==> src/design/flash_map_pkg.sv <==
// address map shared by the boot copier, the CPU read port and the flash model
// flash addresses are byte addresses, RAM addresses are word addresses
// files refer to these through flash_map_pkg:: scoped names

`default_nettype none

package flash_map_pkg;

    // 16 MB serial flash, byte addressed
    typedef logic [23:0] flash_addr_t;
    // RAM is addressed in 32-bit words
    typedef logic [31:0] ram_addr_t;
    // CPU offset into the user area, word aligned
    typedef logic [17:0] cpu_addr_t;

    // user data sits above the first megabyte
    localparam flash_addr_t FLASH_USER_BASE = 24'h100000;

    // boot image copied into RAM after reset
    localparam flash_addr_t BOOT_LOAD_BASE  = 24'h100000;
    localparam ram_addr_t   BOOT_WRITE_BASE = 32'h0000_0000;
    localparam logic [13:0] BOOT_WORDS      = 14'd16;

endpackage

`default_nettype wire

==> src/design/spi_flash_pkg.sv <==
// SPI flash protocol definitions used by the serial reader and the flash model
// words are assembled little-endian, first byte on the wire lands in bits 7:0

`default_nettype none

package spi_flash_pkg;

    // one 32-bit word as returned to the requesters
    typedef logic [31:0] flash_word_t;

    // bits left in the current command, address or data field
    typedef logic [5:0] bit_count_t;

    // plain serial read, no dummy cycles
    localparam logic [7:0] SPI_READ_CMD = 8'h03;

    // serial reader FSM
    typedef enum logic [2:0] {
        RD_IDLE,
        RD_COMMAND,
        RD_ADDRESS,
        RD_DATA,
        RD_DONE
    } reader_state_t;

endpackage

`default_nettype wire

==> src/design/boot_copier.sv <==
// boot-time copy of a fixed flash block into RAM
// streams BOOT_WORDS words in continue mode and writes each with a full wstrb
// dma_busy holds the bus from reset until the last write has gone out

`timescale 1ns/1ps
`default_nettype none

module boot_copier (
    input  wire logic                        clk,
    input  wire logic                        reset,
    output logic                             req_valid,
    output flash_map_pkg::flash_addr_t       req_addr,
    input  wire logic                        req_ready,
    input  wire spi_flash_pkg::flash_word_t  rdata,
    output flash_map_pkg::ram_addr_t         write_address,
    output spi_flash_pkg::flash_word_t       write_data,
    output logic [3:0]                       wstrb,
    output logic                             dma_busy
);

    // words received so far
    logic [13:0] word_count;

    always_ff @(posedge clk) begin
        if (reset) begin
            req_valid     <= 1'b1;
            req_addr      <= flash_map_pkg::BOOT_LOAD_BASE;
            word_count    <= '0;
            write_address <= flash_map_pkg::BOOT_WRITE_BASE;
            wstrb         <= 4'b0000;
            dma_busy      <= 1'b1;
        end else begin
            wstrb <= 4'b0000;

            // post-increment once the write cycle is over
            if (wstrb[0]) begin
                write_address <= write_address + 32'd1;
            end

            if (req_valid && req_ready) begin
                wstrb      <= 4'b1111;
                word_count <= word_count + 14'd1;
                // last word, let the reader release the chip
                if (word_count == flash_map_pkg::BOOT_WORDS - 14'd1) begin
                    req_valid <= 1'b0;
                end else begin
                    req_addr <= req_addr + 24'd4;
                end
            end

            // hand the bus back once the final strobe has been issued
            if (!req_valid && wstrb == 4'b0000) begin
                dma_busy <= 1'b0;
            end
        end
    end

    // capture the word alongside the strobe
    always_ff @(posedge clk) begin
        if (req_valid && req_ready) begin
            write_data <= rdata;
        end
    end

endmodule

`default_nettype wire

==> src/design/cpu_flash_port.sv <==
// CPU random read port into the flash user area
// a rising edge on read_en posts one word read, the CPU stalls until read_ready

`timescale 1ns/1ps
`default_nettype none

module cpu_flash_port (
    input  wire logic                       clk,
    input  wire logic                       reset,
    input  wire logic                       read_en,
    input  wire flash_map_pkg::cpu_addr_t   read_address,
    output logic                            read_ready,
    output logic                            req_valid,
    output flash_map_pkg::flash_addr_t      req_addr,
    input  wire logic                       req_ready
);

    // read_en registered twice, first stage for timing, second for the edge
    logic read_en_r;
    logic read_en_d;
    logic start;

    // only a new edge starts a read, and only while nothing is pending
    assign start = read_en_r && !read_en_d && !req_valid;

    always_ff @(posedge clk) begin
        if (reset) begin
            read_en_r  <= 1'b0;
            read_en_d  <= 1'b0;
            req_valid  <= 1'b0;
            read_ready <= 1'b0;
        end else begin
            read_en_r <= read_en;
            read_en_d <= read_en_r;

            if (start) begin
                req_valid <= 1'b1;
            end else if (req_ready) begin
                req_valid <= 1'b0;
            end

            // release the CPU, read_data is already held by the reader
            read_ready <= req_valid && req_ready;
        end
    end

    // offset is relative to the start of the user area
    always_ff @(posedge clk) begin
        if (start) begin
            req_addr <= flash_map_pkg::FLASH_USER_BASE +
                        flash_map_pkg::flash_addr_t'(read_address);
        end
    end

endmodule

`default_nettype wire

==> src/design/flash_arbiter.sv <==
// shares the one flash reader between the boot copier and the CPU port
// boot owns the reader while busy; ownership moves only between words

`timescale 1ns/1ps
`default_nettype none

module flash_arbiter (
    input  wire logic                       clk,
    input  wire logic                       reset,
    input  wire logic                       boot_busy,
    input  wire logic                       boot_valid,
    input  wire flash_map_pkg::flash_addr_t boot_addr,
    output logic                            boot_ready,
    input  wire logic                       cpu_valid,
    input  wire flash_map_pkg::flash_addr_t cpu_addr,
    output logic                            cpu_ready,
    output logic                            flash_valid,
    output flash_map_pkg::flash_addr_t      flash_addr,
    output logic                            flash_continue,
    input  wire logic                       flash_ready
);

    logic owner_boot;

    // owner's valid low means no word is in flight at the reader
    always_ff @(posedge clk) begin
        if (reset) begin
            owner_boot <= 1'b1;
        end else if (!flash_valid) begin
            owner_boot <= boot_busy;
        end
    end

    assign flash_valid    = owner_boot ? boot_valid : cpu_valid;
    assign flash_addr     = owner_boot ? boot_addr : cpu_addr;
    // sequential streaming only for the boot block
    assign flash_continue = owner_boot;

    // a waiting CPU read never sees a boot word
    assign boot_ready = owner_boot && flash_ready;
    assign cpu_ready  = !owner_boot && flash_ready;

endmodule

`default_nettype wire

==> src/design/flash_dma.sv <==
// flash DMA top: boot copy into RAM after reset, then CPU reads from flash
// boot copier and CPU port share the SPI reader through the arbiter

`timescale 1ns/1ps
`default_nettype none

module flash_dma (
    input  wire logic                       clk,
    input  wire logic                       reset,
    // CPU reads, read_ready ends the stall
    input  wire flash_map_pkg::cpu_addr_t   read_address,
    output spi_flash_pkg::flash_word_t      read_data,
    input  wire logic                       read_en,
    output logic                            read_ready,
    // RAM writes during boot
    output flash_map_pkg::ram_addr_t        write_address,
    output spi_flash_pkg::flash_word_t      write_data,
    output logic [3:0]                      wstrb,
    output logic                            dma_busy,
    // SPI flash pins
    output logic                            flash_sck,
    output logic                            flash_csn,
    output logic                            flash_mosi,
    input  wire logic                       flash_miso
);

    logic                       boot_valid;
    logic                       boot_ready;
    flash_map_pkg::flash_addr_t boot_addr;
    logic                       cpu_valid;
    logic                       cpu_ready;
    flash_map_pkg::flash_addr_t cpu_addr;
    logic                       flash_valid;
    logic                       flash_ready;
    logic                       flash_continue;
    flash_map_pkg::flash_addr_t flash_addr;
    spi_flash_pkg::flash_word_t flash_rdata;

    // reader holds rdata until the next word, so the CPU sees it directly
    assign read_data = flash_rdata;

    boot_copier boot (
        .clk           (clk),
        .reset         (reset),
        .req_valid     (boot_valid),
        .req_addr      (boot_addr),
        .req_ready     (boot_ready),
        .rdata         (flash_rdata),
        .write_address (write_address),
        .write_data    (write_data),
        .wstrb         (wstrb),
        .dma_busy      (dma_busy)
    );

    cpu_flash_port cpu_port (
        .clk          (clk),
        .reset        (reset),
        .read_en      (read_en),
        .read_address (read_address),
        .read_ready   (read_ready),
        .req_valid    (cpu_valid),
        .req_addr     (cpu_addr),
        .req_ready    (cpu_ready)
    );

    flash_arbiter arbiter (
        .clk            (clk),
        .reset          (reset),
        .boot_busy      (dma_busy),
        .boot_valid     (boot_valid),
        .boot_addr      (boot_addr),
        .boot_ready     (boot_ready),
        .cpu_valid      (cpu_valid),
        .cpu_addr       (cpu_addr),
        .cpu_ready      (cpu_ready),
        .flash_valid    (flash_valid),
        .flash_addr     (flash_addr),
        .flash_continue (flash_continue),
        .flash_ready    (flash_ready)
    );

    spi_flash_reader reader (
        .clk              (clk),
        .reset            (reset),
        .valid            (flash_valid),
        .continue_reading (flash_continue),
        .addr             (flash_addr),
        .ready            (flash_ready),
        .rdata            (flash_rdata),
        .flash_csn        (flash_csn),
        .flash_sck        (flash_sck),
        .flash_mosi       (flash_mosi),
        .flash_miso       (flash_miso)
    );

endmodule

`default_nettype wire

==> src/design/spi_flash_reader.sv <==
// single-lane SPI flash read controller, mode 0, sck at half the clock rate
// valid/addr start a read, ready pulses once per 32-bit word with rdata
// with continue_reading high the chip stays selected and words keep streaming

`timescale 1ns/1ps
`default_nettype none

module spi_flash_reader (
    input  wire logic                       clk,
    input  wire logic                       reset,
    input  wire logic                       valid,
    input  wire logic                       continue_reading,
    input  wire flash_map_pkg::flash_addr_t addr,
    output logic                            ready,
    output spi_flash_pkg::flash_word_t      rdata,
    output logic                            flash_csn,
    output logic                            flash_sck,
    output logic                            flash_mosi,
    input  wire logic                       flash_miso
);

    spi_flash_pkg::reader_state_t state;
    spi_flash_pkg::bit_count_t    bit_cnt;
    spi_flash_pkg::flash_word_t   shift_in;
    logic [31:0]                  shift_out;

    // command and address go out MSB first
    assign flash_mosi = shift_out[31];

    always_ff @(posedge clk) begin
        if (reset) begin
            state     <= spi_flash_pkg::RD_IDLE;
            bit_cnt   <= '0;
            shift_out <= '0;
            ready     <= 1'b0;
            flash_csn <= 1'b1;
            flash_sck <= 1'b0;
        end else begin
            ready <= 1'b0;
            if (!valid && (state == spi_flash_pkg::RD_COMMAND ||
                           state == spi_flash_pkg::RD_ADDRESS ||
                           state == spi_flash_pkg::RD_DATA)) begin
                // requester withdrew, release the chip mid-transfer
                state     <= spi_flash_pkg::RD_IDLE;
                flash_csn <= 1'b1;
                flash_sck <= 1'b0;
            end else begin
                case (state)
                    spi_flash_pkg::RD_IDLE: begin
                        flash_csn <= 1'b1;
                        flash_sck <= 1'b0;
                        // ready high means this valid belongs to the word just returned
                        if (valid && !ready) begin
                            flash_csn <= 1'b0;
                            shift_out <= {spi_flash_pkg::SPI_READ_CMD, addr};
                            bit_cnt   <= 6'd7;
                            state     <= spi_flash_pkg::RD_COMMAND;
                        end
                    end
                    spi_flash_pkg::RD_COMMAND: begin
                        flash_sck <= !flash_sck;
                        // shift on the falling edge, flash samples on the rising one
                        if (flash_sck) begin
                            shift_out <= {shift_out[30:0], 1'b0};
                            if (bit_cnt == 6'd0) begin
                                bit_cnt <= 6'd23;
                                state   <= spi_flash_pkg::RD_ADDRESS;
                            end else begin
                                bit_cnt <= bit_cnt - 6'd1;
                            end
                        end
                    end
                    spi_flash_pkg::RD_ADDRESS: begin
                        flash_sck <= !flash_sck;
                        if (flash_sck) begin
                            shift_out <= {shift_out[30:0], 1'b0};
                            // last falling edge also makes the flash drive data bit 0
                            if (bit_cnt == 6'd0) begin
                                bit_cnt <= 6'd31;
                                state   <= spi_flash_pkg::RD_DATA;
                            end else begin
                                bit_cnt <= bit_cnt - 6'd1;
                            end
                        end
                    end
                    spi_flash_pkg::RD_DATA: begin
                        flash_sck <= !flash_sck;
                        if (flash_sck) begin
                            if (bit_cnt == 6'd0) begin
                                state <= spi_flash_pkg::RD_DONE;
                            end else begin
                                bit_cnt <= bit_cnt - 6'd1;
                            end
                        end
                    end
                    spi_flash_pkg::RD_DONE: begin
                        ready <= 1'b1;
                        // sequential mode, flash already holds the next bit on miso
                        if (continue_reading && valid) begin
                            bit_cnt <= 6'd31;
                            state   <= spi_flash_pkg::RD_DATA;
                        end else begin
                            flash_csn <= 1'b1;
                            state     <= spi_flash_pkg::RD_IDLE;
                        end
                    end
                    default: begin
                        state <= spi_flash_pkg::RD_IDLE;
                    end
                endcase
            end
        end
    end

    // data path, miso sampled while sck is high and before it falls
    always_ff @(posedge clk) begin
        if (state == spi_flash_pkg::RD_DATA && flash_sck && valid) begin
            shift_in <= {shift_in[30:0], flash_miso};
        end
        // byte swap so the first byte received ends up in bits 7:0
        if (state == spi_flash_pkg::RD_DONE) begin
            rdata <= {shift_in[7:0], shift_in[15:8], shift_in[23:16], shift_in[31:24]};
        end
    end

endmodule

`default_nettype wire

==> config.mk <==
export PLATFORM = sky130hd
export DESIGN_NAME = flash_dma
export DESIGN_NICKNAME = d
export VERILOG_FILES = /design/src/design/flash_map_pkg.sv /design/src/design/spi_flash_pkg.sv /design/src/design/boot_copier.sv /design/src/design/cpu_flash_port.sv /design/src/design/flash_arbiter.sv /design/src/design/flash_dma.sv /design/src/design/spi_flash_reader.sv
export SDC_FILE = /design/constraint.sdc
export NUM_CORES = 1
export LEC_CHECK = 0
export BUFFER_PORTS_ARGS = -buffer_cell sky130_fd_sc_hd__buf_2
export CORE_MARGIN = 1
export CORE_UTILIZATION = 64
export CTS_BUF_LIST = sky130_fd_sc_hd__clkbuf_4 sky130_fd_sc_hd__clkbuf_8
export CTS_CLUSTER_DIAMETER = 60
export DETAILED_ROUTE_END_ITERATION = 8
export PLACE_DENSITY = 0.87
export SLEW_MARGIN = 20
export SYNTH_ARGS = -nofsm -noshare
export SYNTH_HDL_FRONTEND = slang
export SYNTH_HIERARCHICAL = 1
export SYNTH_SLANG_ARGS = --single-unit
export TNS_END_PERCENT = 30
==> constraint.sdc <==
create_clock -name clk -period 6.5 [get_ports clk]
set_input_delay 1.3 -clock clk [delete_from_list [all_inputs] [get_ports clk]]
set_output_delay 1.3 -clock clk [all_outputs]
set_load 0.005 [all_outputs]
**Word level (Yosys, flattened, before mapping)**

Index checks and enable logic that the tools add are counted.

- Output and inout bits: 105
- Word-level logic and storage cells: 113
- Input port bits: 22
- Flip-flop bits (word level): 245

- Bitwise operators: 2
- Equality and inequality tests: 16
- Muxes and demuxes: 31
- $add $sub $neg: 5
- Reduce and logical (&&, ||, !) cells: 38

Operator list:

| operator | count |
|---|---|
| $mux W32 | 2 |
| $pmux W32 S2 | 1 |
| $mux W6 | 8 |
| $add A32 B1 Y32 const B | 1 |
| $pmux W6 S5 | 1 |
| $add A24 B3 Y24 const B | 1 |
| $mux W24 | 1 |
| $add A21 B18 Y22 const A | 1 |
| $mux W3 | 7 |
| $pmux W3 S5 | 1 |
| $add A14 B1 Y14 const B | 1 |
| $eq A14 B4 Y1 const B | 1 |
| $logic_and A1 B1 Y1 | 12 |
| $ne A2 B1 Y1 const B | 6 |
| $ne A2 B2 Y1 const B | 5 |
| $reduce_and A8 Y1 | 1 |
| $reduce_bool A2 Y1 | 4 |
| $logic_not A1 Y1 | 7 |
| $reduce_and A7 Y1 | 1 |
| $eq A3 B2 Y1 const B | 2 |
| $logic_not A6 Y1 | 1 |
| $mux W1 | 6 |
| $reduce_and A2 Y1 | 3 |
| $sub A6 B1 Y6 const B | 1 |
| 13 further kinds | 17 |

**Depth between registers and ports, before layout**

Gate-level depths: netlist of the first run.

- Depth in word-level cells: 6
- Gate-level depth with buffers: 9

**Modules after synthesis**

The synthesis of the first run kept the hierarchy.

By module, submodules not included:

| module | instances | cells each | area an instance (um^2) |
|---|---|---|---|
| boot_copier | 1 | 439 | 4,388.0 |
| spi_flash_reader | 1 | 313 | 4,108.9 |
| cpu_flash_port | 1 | 37 | 724.4 |
| flash_arbiter | 1 | 34 | 381.6 |

**Least setup slack after synthesis of the first run**

OpenSTA, ideal clock, no wires.

- Path type: input to register
- From: in reset
- To: reg boot.req_addr[20]
- Cell stages on the path: 5
- Arrival time: 2.294 ns
- Required time: 6.428 ns
- Buffers on the path: 3
- Setup slack: 4.135 ns
- Path through: clkbuf_1 -> buf_1 -> buf_1 -> nor2_1 -> mux2i_1

RTL lines:

| what | RTL line | source |
|---|---|---|
| start, declared | flash_dma.sv:9 | `input wire logic reset,` |
| end signal, assigned | boot_copier.sv:27 | `req_addr <= flash_map_pkg::BOOT_LOAD_BASE;` |
| end signal, assigned | boot_copier.sv:47 | `req_addr <= req_addr + 24'd4;` |
| end, declared | boot_copier.sv:12 | `output flash_map_pkg::flash_addr_t req_addr,` |

==> results of run 1 <==
kinds of logic after synthesis:
family	count (synthesis)	share of synthesized area
XOR/XNOR	20	0.0190
multiplexers	59	0.0681
buffers and inverters	81	0.0456
AO/OA/AOI/OAI	148	0.0992
adder cells (fa/ha/maj)	5	0.00651
other	3	0.00117
AND/OR/NAND/NOR	273	0.154
flip-flops	234	0.607
cell type report:
type / instances / area [sq um]
repair buffers: 136 / 728
clock buffers: 59 / 718
inverters: 21 / 78.8
well taps: 184 / 230
multi-input cells: 513 / 3370
fillers: 952 / 3550
flip-flops and latches: 234 / 5830
clock inverters: 11 / 87.6
diodes: 1 / 2.50
registers in the layout, summed over array words and instances (netlist names):
signal and cells:
cpu_port/req_addr 18, cpu_port/read_en_r 1, boot/req_addr 22, arbiter/flash_continue 1, reader/shift_out 32, boot/write_data 32
cpu_port/read_en_d 1, boot/req_valid 1, boot/wstrb 1, reader/bit_cnt 6, cpu_port/req_valid 1, boot/dma_busy 1
cpu_port/read_ready 1, reader/state 3, boot/write_address 32, reader/flash_csn 1, reader/rdata 32, boot/word_count 14
reader/ready 1, reader/flash_sck 1, reader/shift_in 32
power breakdown:
part	internal (W)	leakage (nW)	switching, W
combinational	0.000308	1.66	0.000438
sequential	0.00168	2.01	0.0000973
clock	0.000749	0.428	0.000555
total	0.00274	4.09	0.00109
worst max path at each step:
stage,slack (ns),startpoint,end
floorplan,4.13,reset,boot/req_addr[20]
global placement,3.55,reset,boot/write_address[31]
detailed placement,3.56,reset,boot/write_address[31]
CTS,3.87,boot/wstrb[2],wstrb[2]
global route,3.74,reader/ready,boot/req_addr[16]
finish,3.87,boot/wstrb[2],wstrb[1]
per-layer routing:
metal,wire length (um),track usage,part of all wire
met2,9340,0.411,0.50
met1,8050,0.296,0.43
met4,455,0.0886,0.024
met5,0,0,0
met3,831,0.0464,0.044
cell usage in the layout (no fill, tap or decap), types with 3 or more instances in the layout:
cell	n
a21oi_1	52
and3_1	4
buf_4	10
a21o_1	3
nor2b_1	16
inv_1	21
nor3_1	15
nand4_1	18
or3_1	11
or4_1	30
conb_1	8
mux2i_1	26
clkbuf_8	44
nand3_1	28
edfxtp_1	114
mux2_4	6
nor2_1	71
a211oi_1	25
nand2_1	37
clkbuf_4	15
nand3b_1	4
dfxtp_1	120
xor2_1	4
and4_1	5
mux2_1	4
clkinv_2	4
o31ai_1	26
xnor2_1	15
mux2_2	23
buf_2	125
and2_1	4
nor4_1	12
o21ai_0	22
nand2b_1	3
ha_1	5
stage by stage:
stage          cells  total power (W)  hold slack, ns  setup WS, ns   util
2_1_floorplan    828          0.00241           0.400          4.13      -
3_3_place_gp    1087          0.00248           0.407          3.55  0.700
3_5_place_dp    1087          0.00251           0.409          3.56  0.700
4_1_cts         1157          0.00382           0.429          3.87  0.755
5_1_grt         1159          0.00400           0.450          3.74  0.757
6_report        1159          0.00383           0.427          3.87  0.757
==> metrics, run 1 <==
I/O Pins=roughly 130; outcome=completed; Main synth FF type=dfxtp_1; Fin Setup TNS=0 ns; Worst Path Max Fanout=11; CTS Buf Count=38; hold_buf cts=0; crit-path cells=buf_2; Syn. warnings=6; Detailed Route WL=between 15000 and 20000 um; synthesized area per cell=between 10 and 15 sq um; number of DRC markers in iteration 0=between 400 and 500; Chip Width=between 100 and 150 um; Worst R2R Path Depth=4; actual slew at the worst max-slew pin=roughly 0.85 ns; Max IR drop VDD=around 0.26 mV; global placement routability congestion=0.817; top post-synthesis cells by area=edfxtp_1 (36%), dfxtp_1 (25%), nor2_1 (2.8%); Post-synth EDFFs=about 110; GRT Total Usage=0.238; Clock Sinks=around 230; first-pass GRT wire length=30300 um; max-slew violation count=0; HP Class=flip-flop to flip-flop; leakage=between 4 and 5 nW; hold depth=0; largest area contributor in the netlist=edfxtp_1; Rel. slew slack=0.436; PwrDens=approximately 350 mW/mm^2; Max Cap Viol=0; Post-CTS Resized=0; critical path arrival=~1.3 ns; I/O Buffers=about 130; DRC violations left=0; synthesis-to-layout area growth=15.0%; CP max-delay cell=dfxtp_1; core area=~0.015 sq mm; largest net degree at the start of global routing=86; slowest stage delay, CP=~0.62 ns; Initial Utilization=0.658; CP Launch Type=flip-flop; fin nets=just under 1000; Final setup viols=0; Synth top area share=0.356; Final min period=2.63 ns; DIE AREA=~0.015 sq mm; GRT overflow=0; layout cells sized above 1=0.255; sequential element share of the synthesized area=0.607; Critical R2R Launch=boot/wstrb[2]; count leader, synth=dfxtp_1; period utilization=0.405; RSZ-0062 raised after global routing=no; Vias=between 6000 and 7000; # Post-CTS Setup Buffers=0; DRT Pass-1 Iters=5; vias per cell=5.80; placed cell area=about 0.01 sq mm; CP bufs+invs=1; CP top delay family=flip-flops; Hold EP=reader/rdata[7]; FFs w/ async S/R, synth=0; Unique masters post-synth=64; die height=~120 um; final antenna-violating net count=0; kind of critical path=flip-flop to output port; H-tree Lvls=2; clk buf depth=3; Worst EP required=~5.2 ns; HPWL Detailed=about 12000 um; commonest cells in the synthesized netlist=dfxtp_1 (120), edfxtp_1 (114), nor2_1 (71); cell area after layout=about 0.011 sq mm; Clock transition at path regs=roughly 0.060 ns; Critical R2R Capture=boot/write_address[29]; CTS root buf=clkbuf_8; vias in the first global route=roughly 6300; initial antenna violation count=1; #FFs+latches synth=about 230; crit path capture type=output port; cells after synthesis=between 800 and 900; R2R setup slack=just under 4 ns; Min-Delay Startpoint=reader/shift_in[31]; Setup Skew=~0.027 ns; drt wl/cell=16.1 um; Final Hold Viols=0; TritonCTS clock tree=built; critical path depth=1; cell area after synthesis=about 0.0096 sq mm; Core Rows=44; highest clock rate=380 MHz; worst skew pair latency=0.52 ns
Power figures use the tool's default switching activity.
==> inputs of run 2 (changes only) <==
ABC_AREA = 1   (was not set)
CORE_UTILIZATION = 60   (was 64)
PLACE_DENSITY = 0.82   (was 0.87)
clock period = 2.5 ns   (was 6.5 ns; I/O delays follow)
==> run 2 against run 1 <==
  * Count of clock-buffer cells in the layout decreased by 2
  * Synthesized cell count grew 41%
  * Cell area up 5.7%
  * Register-to-register slack lost 3.5 ns
  * Total power increased to 2.6 times the previous value
  * Worst setup slack worse by 3.5 ns
  * Worst hold slack worse by 0.28 ns
  * First-iteration DRC count stayed put
  * Sequential power grew to 2.6 times the previous value
  * Die area rose by 12%
  * Routed wire length is 7.9% higher
  * Clock power rose to 2.8 times the previous value
==> metrics, run 2 <==
outcome=completed; switching share of total power=0.299 (+0.0142); Rel. slew slack=0.553 (+0.116); vias per cell=5.10 (-12%); Max Cap Viol=0 (unchanged); count leader, synth=nand2_1; Clk pwr share=0.359 (+0.018); commonest cells in the synthesized netlist=nand2_1 (329), nor2_1 (193), dfxtp_1 (120); dpl cells=1477 (+36%); Final Hold Viols=0 (unchanged); main combinational cell family by area after synthesis=simple AND/OR/NAND/NOR gates; HP Class=primary input to flip-flop; compound-cell area share of the yosys netlist=0.0678 (-0.0314); hold depth=1 (+1); overall power=0.0101 W (+160%); I/O Pins=127 (unchanged); Chip Width=132 um (+5.9%); number of DRC markers in iteration 0=471 (unchanged); layout cells sized above 1=0.199 (-0.0557); slowest stage delay, CP=0.37 ns (-0.25 ns); fin cells=1547 (+33%); Initial Utilization=0.612 (-0.0461); largest area contributor in the netlist=edfxtp_1; DIE AREA=0.0174 sq mm (+12%); Syn. warnings=6 (unchanged); critical path arrival=2.59 ns (+1.26 ns); Fin Setup TNS=0 ns (unchanged); drt wl/cell=13.0 um (-19%); CTS Buf Count=38 (unchanged); Post-synth EDFFs=114 (unchanged); HPWL Detailed=13300 um (+15%); Critical R2R Launch=arbiter/flash_continue; placed cell area=0.0108 sq mm (+5.9%); Max IR drop VDD=0.587 mV (+130%); die height=132 um (+5.9%); top post-synthesis cells by area=edfxtp_1 (34%), dfxtp_1 (24%), nand2_1 (12%); vias in the first global route=7462 (+19%); FFs w/ async S/R, synth=0 (unchanged); RSZ-0062 raised after global routing=no; Setup Skew=0.0113 ns (-0.0155 ns); CTS root buf=clkbuf_8; Worst R2R Path Depth=11 (+7); GRT Total Usage=0.237 (-0.000932); Worst EP required=2.96 ns (-2.24 ns); Unique masters post-synth=45 (-30%); antenna cells=0 (-1); #FFs+latches synth=234 (unchanged); Final setup viols=0 (unchanged); Synth top area share=0.338 (-0.0181); I/O Buffers=126 (unchanged); Synth Area in Simple Gates=0.272 (+0.118); GRT overflow=0 (unchanged); post-synthesis mux area share=0 (-0.0681); Clock transition at path regs=0.06 ns (about the same); Critical R2R Capture=reader/shift_out[13]; CP top delay family=simple AND/OR/NAND/NOR gates; DRC violations left=0 (unchanged); FILL cells=1308 (+37%); most used cell, CP=nand2_1; worst setup margin=0.370 ns (-3.50 ns); # Post-CTS Setup Buffers=0 (unchanged); initial antenna violation count=0 (-1); hold_buf cts=0 (unchanged); most frequent cells in the layout=nand2_1 (329), nor2_1 (192), buf_2 (126), dfxtp_1 (120), edfxtp_1 (114); clk buf depth=3 (unchanged); sw power=0.00302 W (+180%); H-tree Lvls=2 (unchanged); sequential element share of the synthesized area=0.576 (-0.0308); Final min period=~2.1 ns; logic gate share of total power=0.188 (-0.007); cell area after layout=0.0117 sq mm (+5.7%); Detailed Route WL=20200 um (+7.9%); Min-Delay Startpoint=read_address[1]; synthesized area per cell=8.74 sq um (-25%); highest clock rate=470 MHz; global placement routability congestion=0.845 (+3.4%); Worst Path Max Fanout=33 (+22); cells after synthesis=1158 (+41%); commonest non-fill, non-tap cell in the layout=nand2_1; crit-path cells=inv_2 -> nand2_1 -> nand2_1 -> inv_1 -> nand2_1 -> nand2_1 -> inv_2 -> nand2_4 -> inv_4 -> nor2_1 -> nor2_1; Main synth FF type=dfxtp_1; first-pass GRT wire length=34000 um (+12%); TritonCTS clock tree=built; final antenna-violating net count=0 (unchanged); R2R setup slack=0.37 ns (-3.55 ns); actual slew at the worst max-slew pin=0.670 ns (-0.176 ns); Clock Sinks=234 (unchanged); leakage=4.87 nW (+19%); Cell Int Power=0.00709 W (+160%); Post-CTS Resized=0 (unchanged); period utilization=0.852; max-slew violation count=0 (unchanged); crit path capture type=flip-flop; post-synthesis adder-cell area fraction=0.00618 (-0.000330); fin nets=1324 (+36%); worst skew pair latency=0.53 ns (about the same); CP Launch Type=flip-flop; Core Rows=47 (+6.8%); CP max-delay cell=dfxtp_1; Vias=7896 (+18%); synthesis-to-layout area growth=15.4%; cell area after synthesis=0.0101 sq mm (+5.3%); kind of critical path=flip-flop to flip-flop; PwrDens=866 mW/mm^2 (+150%); CP bufs+invs=4 (+3); Hold EP=cpu_port/req_addr[1]; core area=0.0165 sq mm (+13%); DRT Pass-1 Iters=4 (-1); xor/xnor share of the synthesized area=0.00866 (-0.0104); share of power burned in registers=0.454 (-0.011); pre-CTS WS=0.390 ns (-3.17 ns); largest net degree at the start of global routing=39 (-55%)
## run 2: final cells by class
class                   instances  area, sq um  area share
clock inverters                13          148      0.0127
multi-input cells             789         3630       0.311
well taps                     220          275      0.0236
clock buffers                  57          709      0.0608
repair buffers                135          711      0.0609
flip-flops and latches        234         5830       0.499
inverters                      99          374      0.0321
## run 2: cell families after synthesis
| group | after synthesis |
|---|---|
| other | 3 |
| AND/OR/NAND/NOR | 646 |
| flip-flops | 234 |
| AO/OA/AOI/OAI | 120 |
| buffers and inverters | 140 |
| adder cells (fa/ha/maj) | 5 |
| XOR/XNOR | 10 |
## run 2: worst max path at each step
stage	cells after the start	slack, ns	start	endpoint
finish	11	0.37	arbiter/flash_continue	reader/shift_out[13]
detailed placement	11	0.39	arbiter/flash_continue	reader/shift_out[26]
CTS	11	0.39	arbiter/flash_continue	reader/shift_out[25]
global placement	11	0.50	arbiter/flash_continue	reader/shift_out[8]
global route	11	0.12	arbiter/flash_continue	reader/shift_out[0]
floorplan	6	0.38	arbiter/flash_continue	reader/shift_in[0]
## run 2: per-layer routing
layer  vias to the layer above  part of all wire  global-route usage
met5                         -                 0                   0
met4                         0             0.017              0.0898
met3                        34             0.049              0.0431
met2                       205              0.49               0.399
met1                      3651              0.44               0.306
li1                       4006                 -                   -
## run 2: power by group through the flow
stage | Clock [W] | Sequential, W | Combinational (W)
6_report | 0.00362 | 0.00459 | 0.00190
5_1_grt | 0.00386 | 0.00463 | 0.00217
4_1_cts | 0.00370 | 0.00458 | 0.00189
3_5_place_dp | 0 | 0.00465 | 0.00186
3_3_place_gp | 0 | 0.00465 | 0.00181
2_1_floorplan | 0 | 0.00461 | 0.00170
## run 2: metrics by stage
step	utilization	hold WS [ns]
6_report	0.706	0.148
5_1_grt	0.706	0.122
4_1_cts	0.706	0.120
3_5_place_dp	0.654	0.411
3_3_place_gp	0.654	0.405
2_1_floorplan	-	0.400
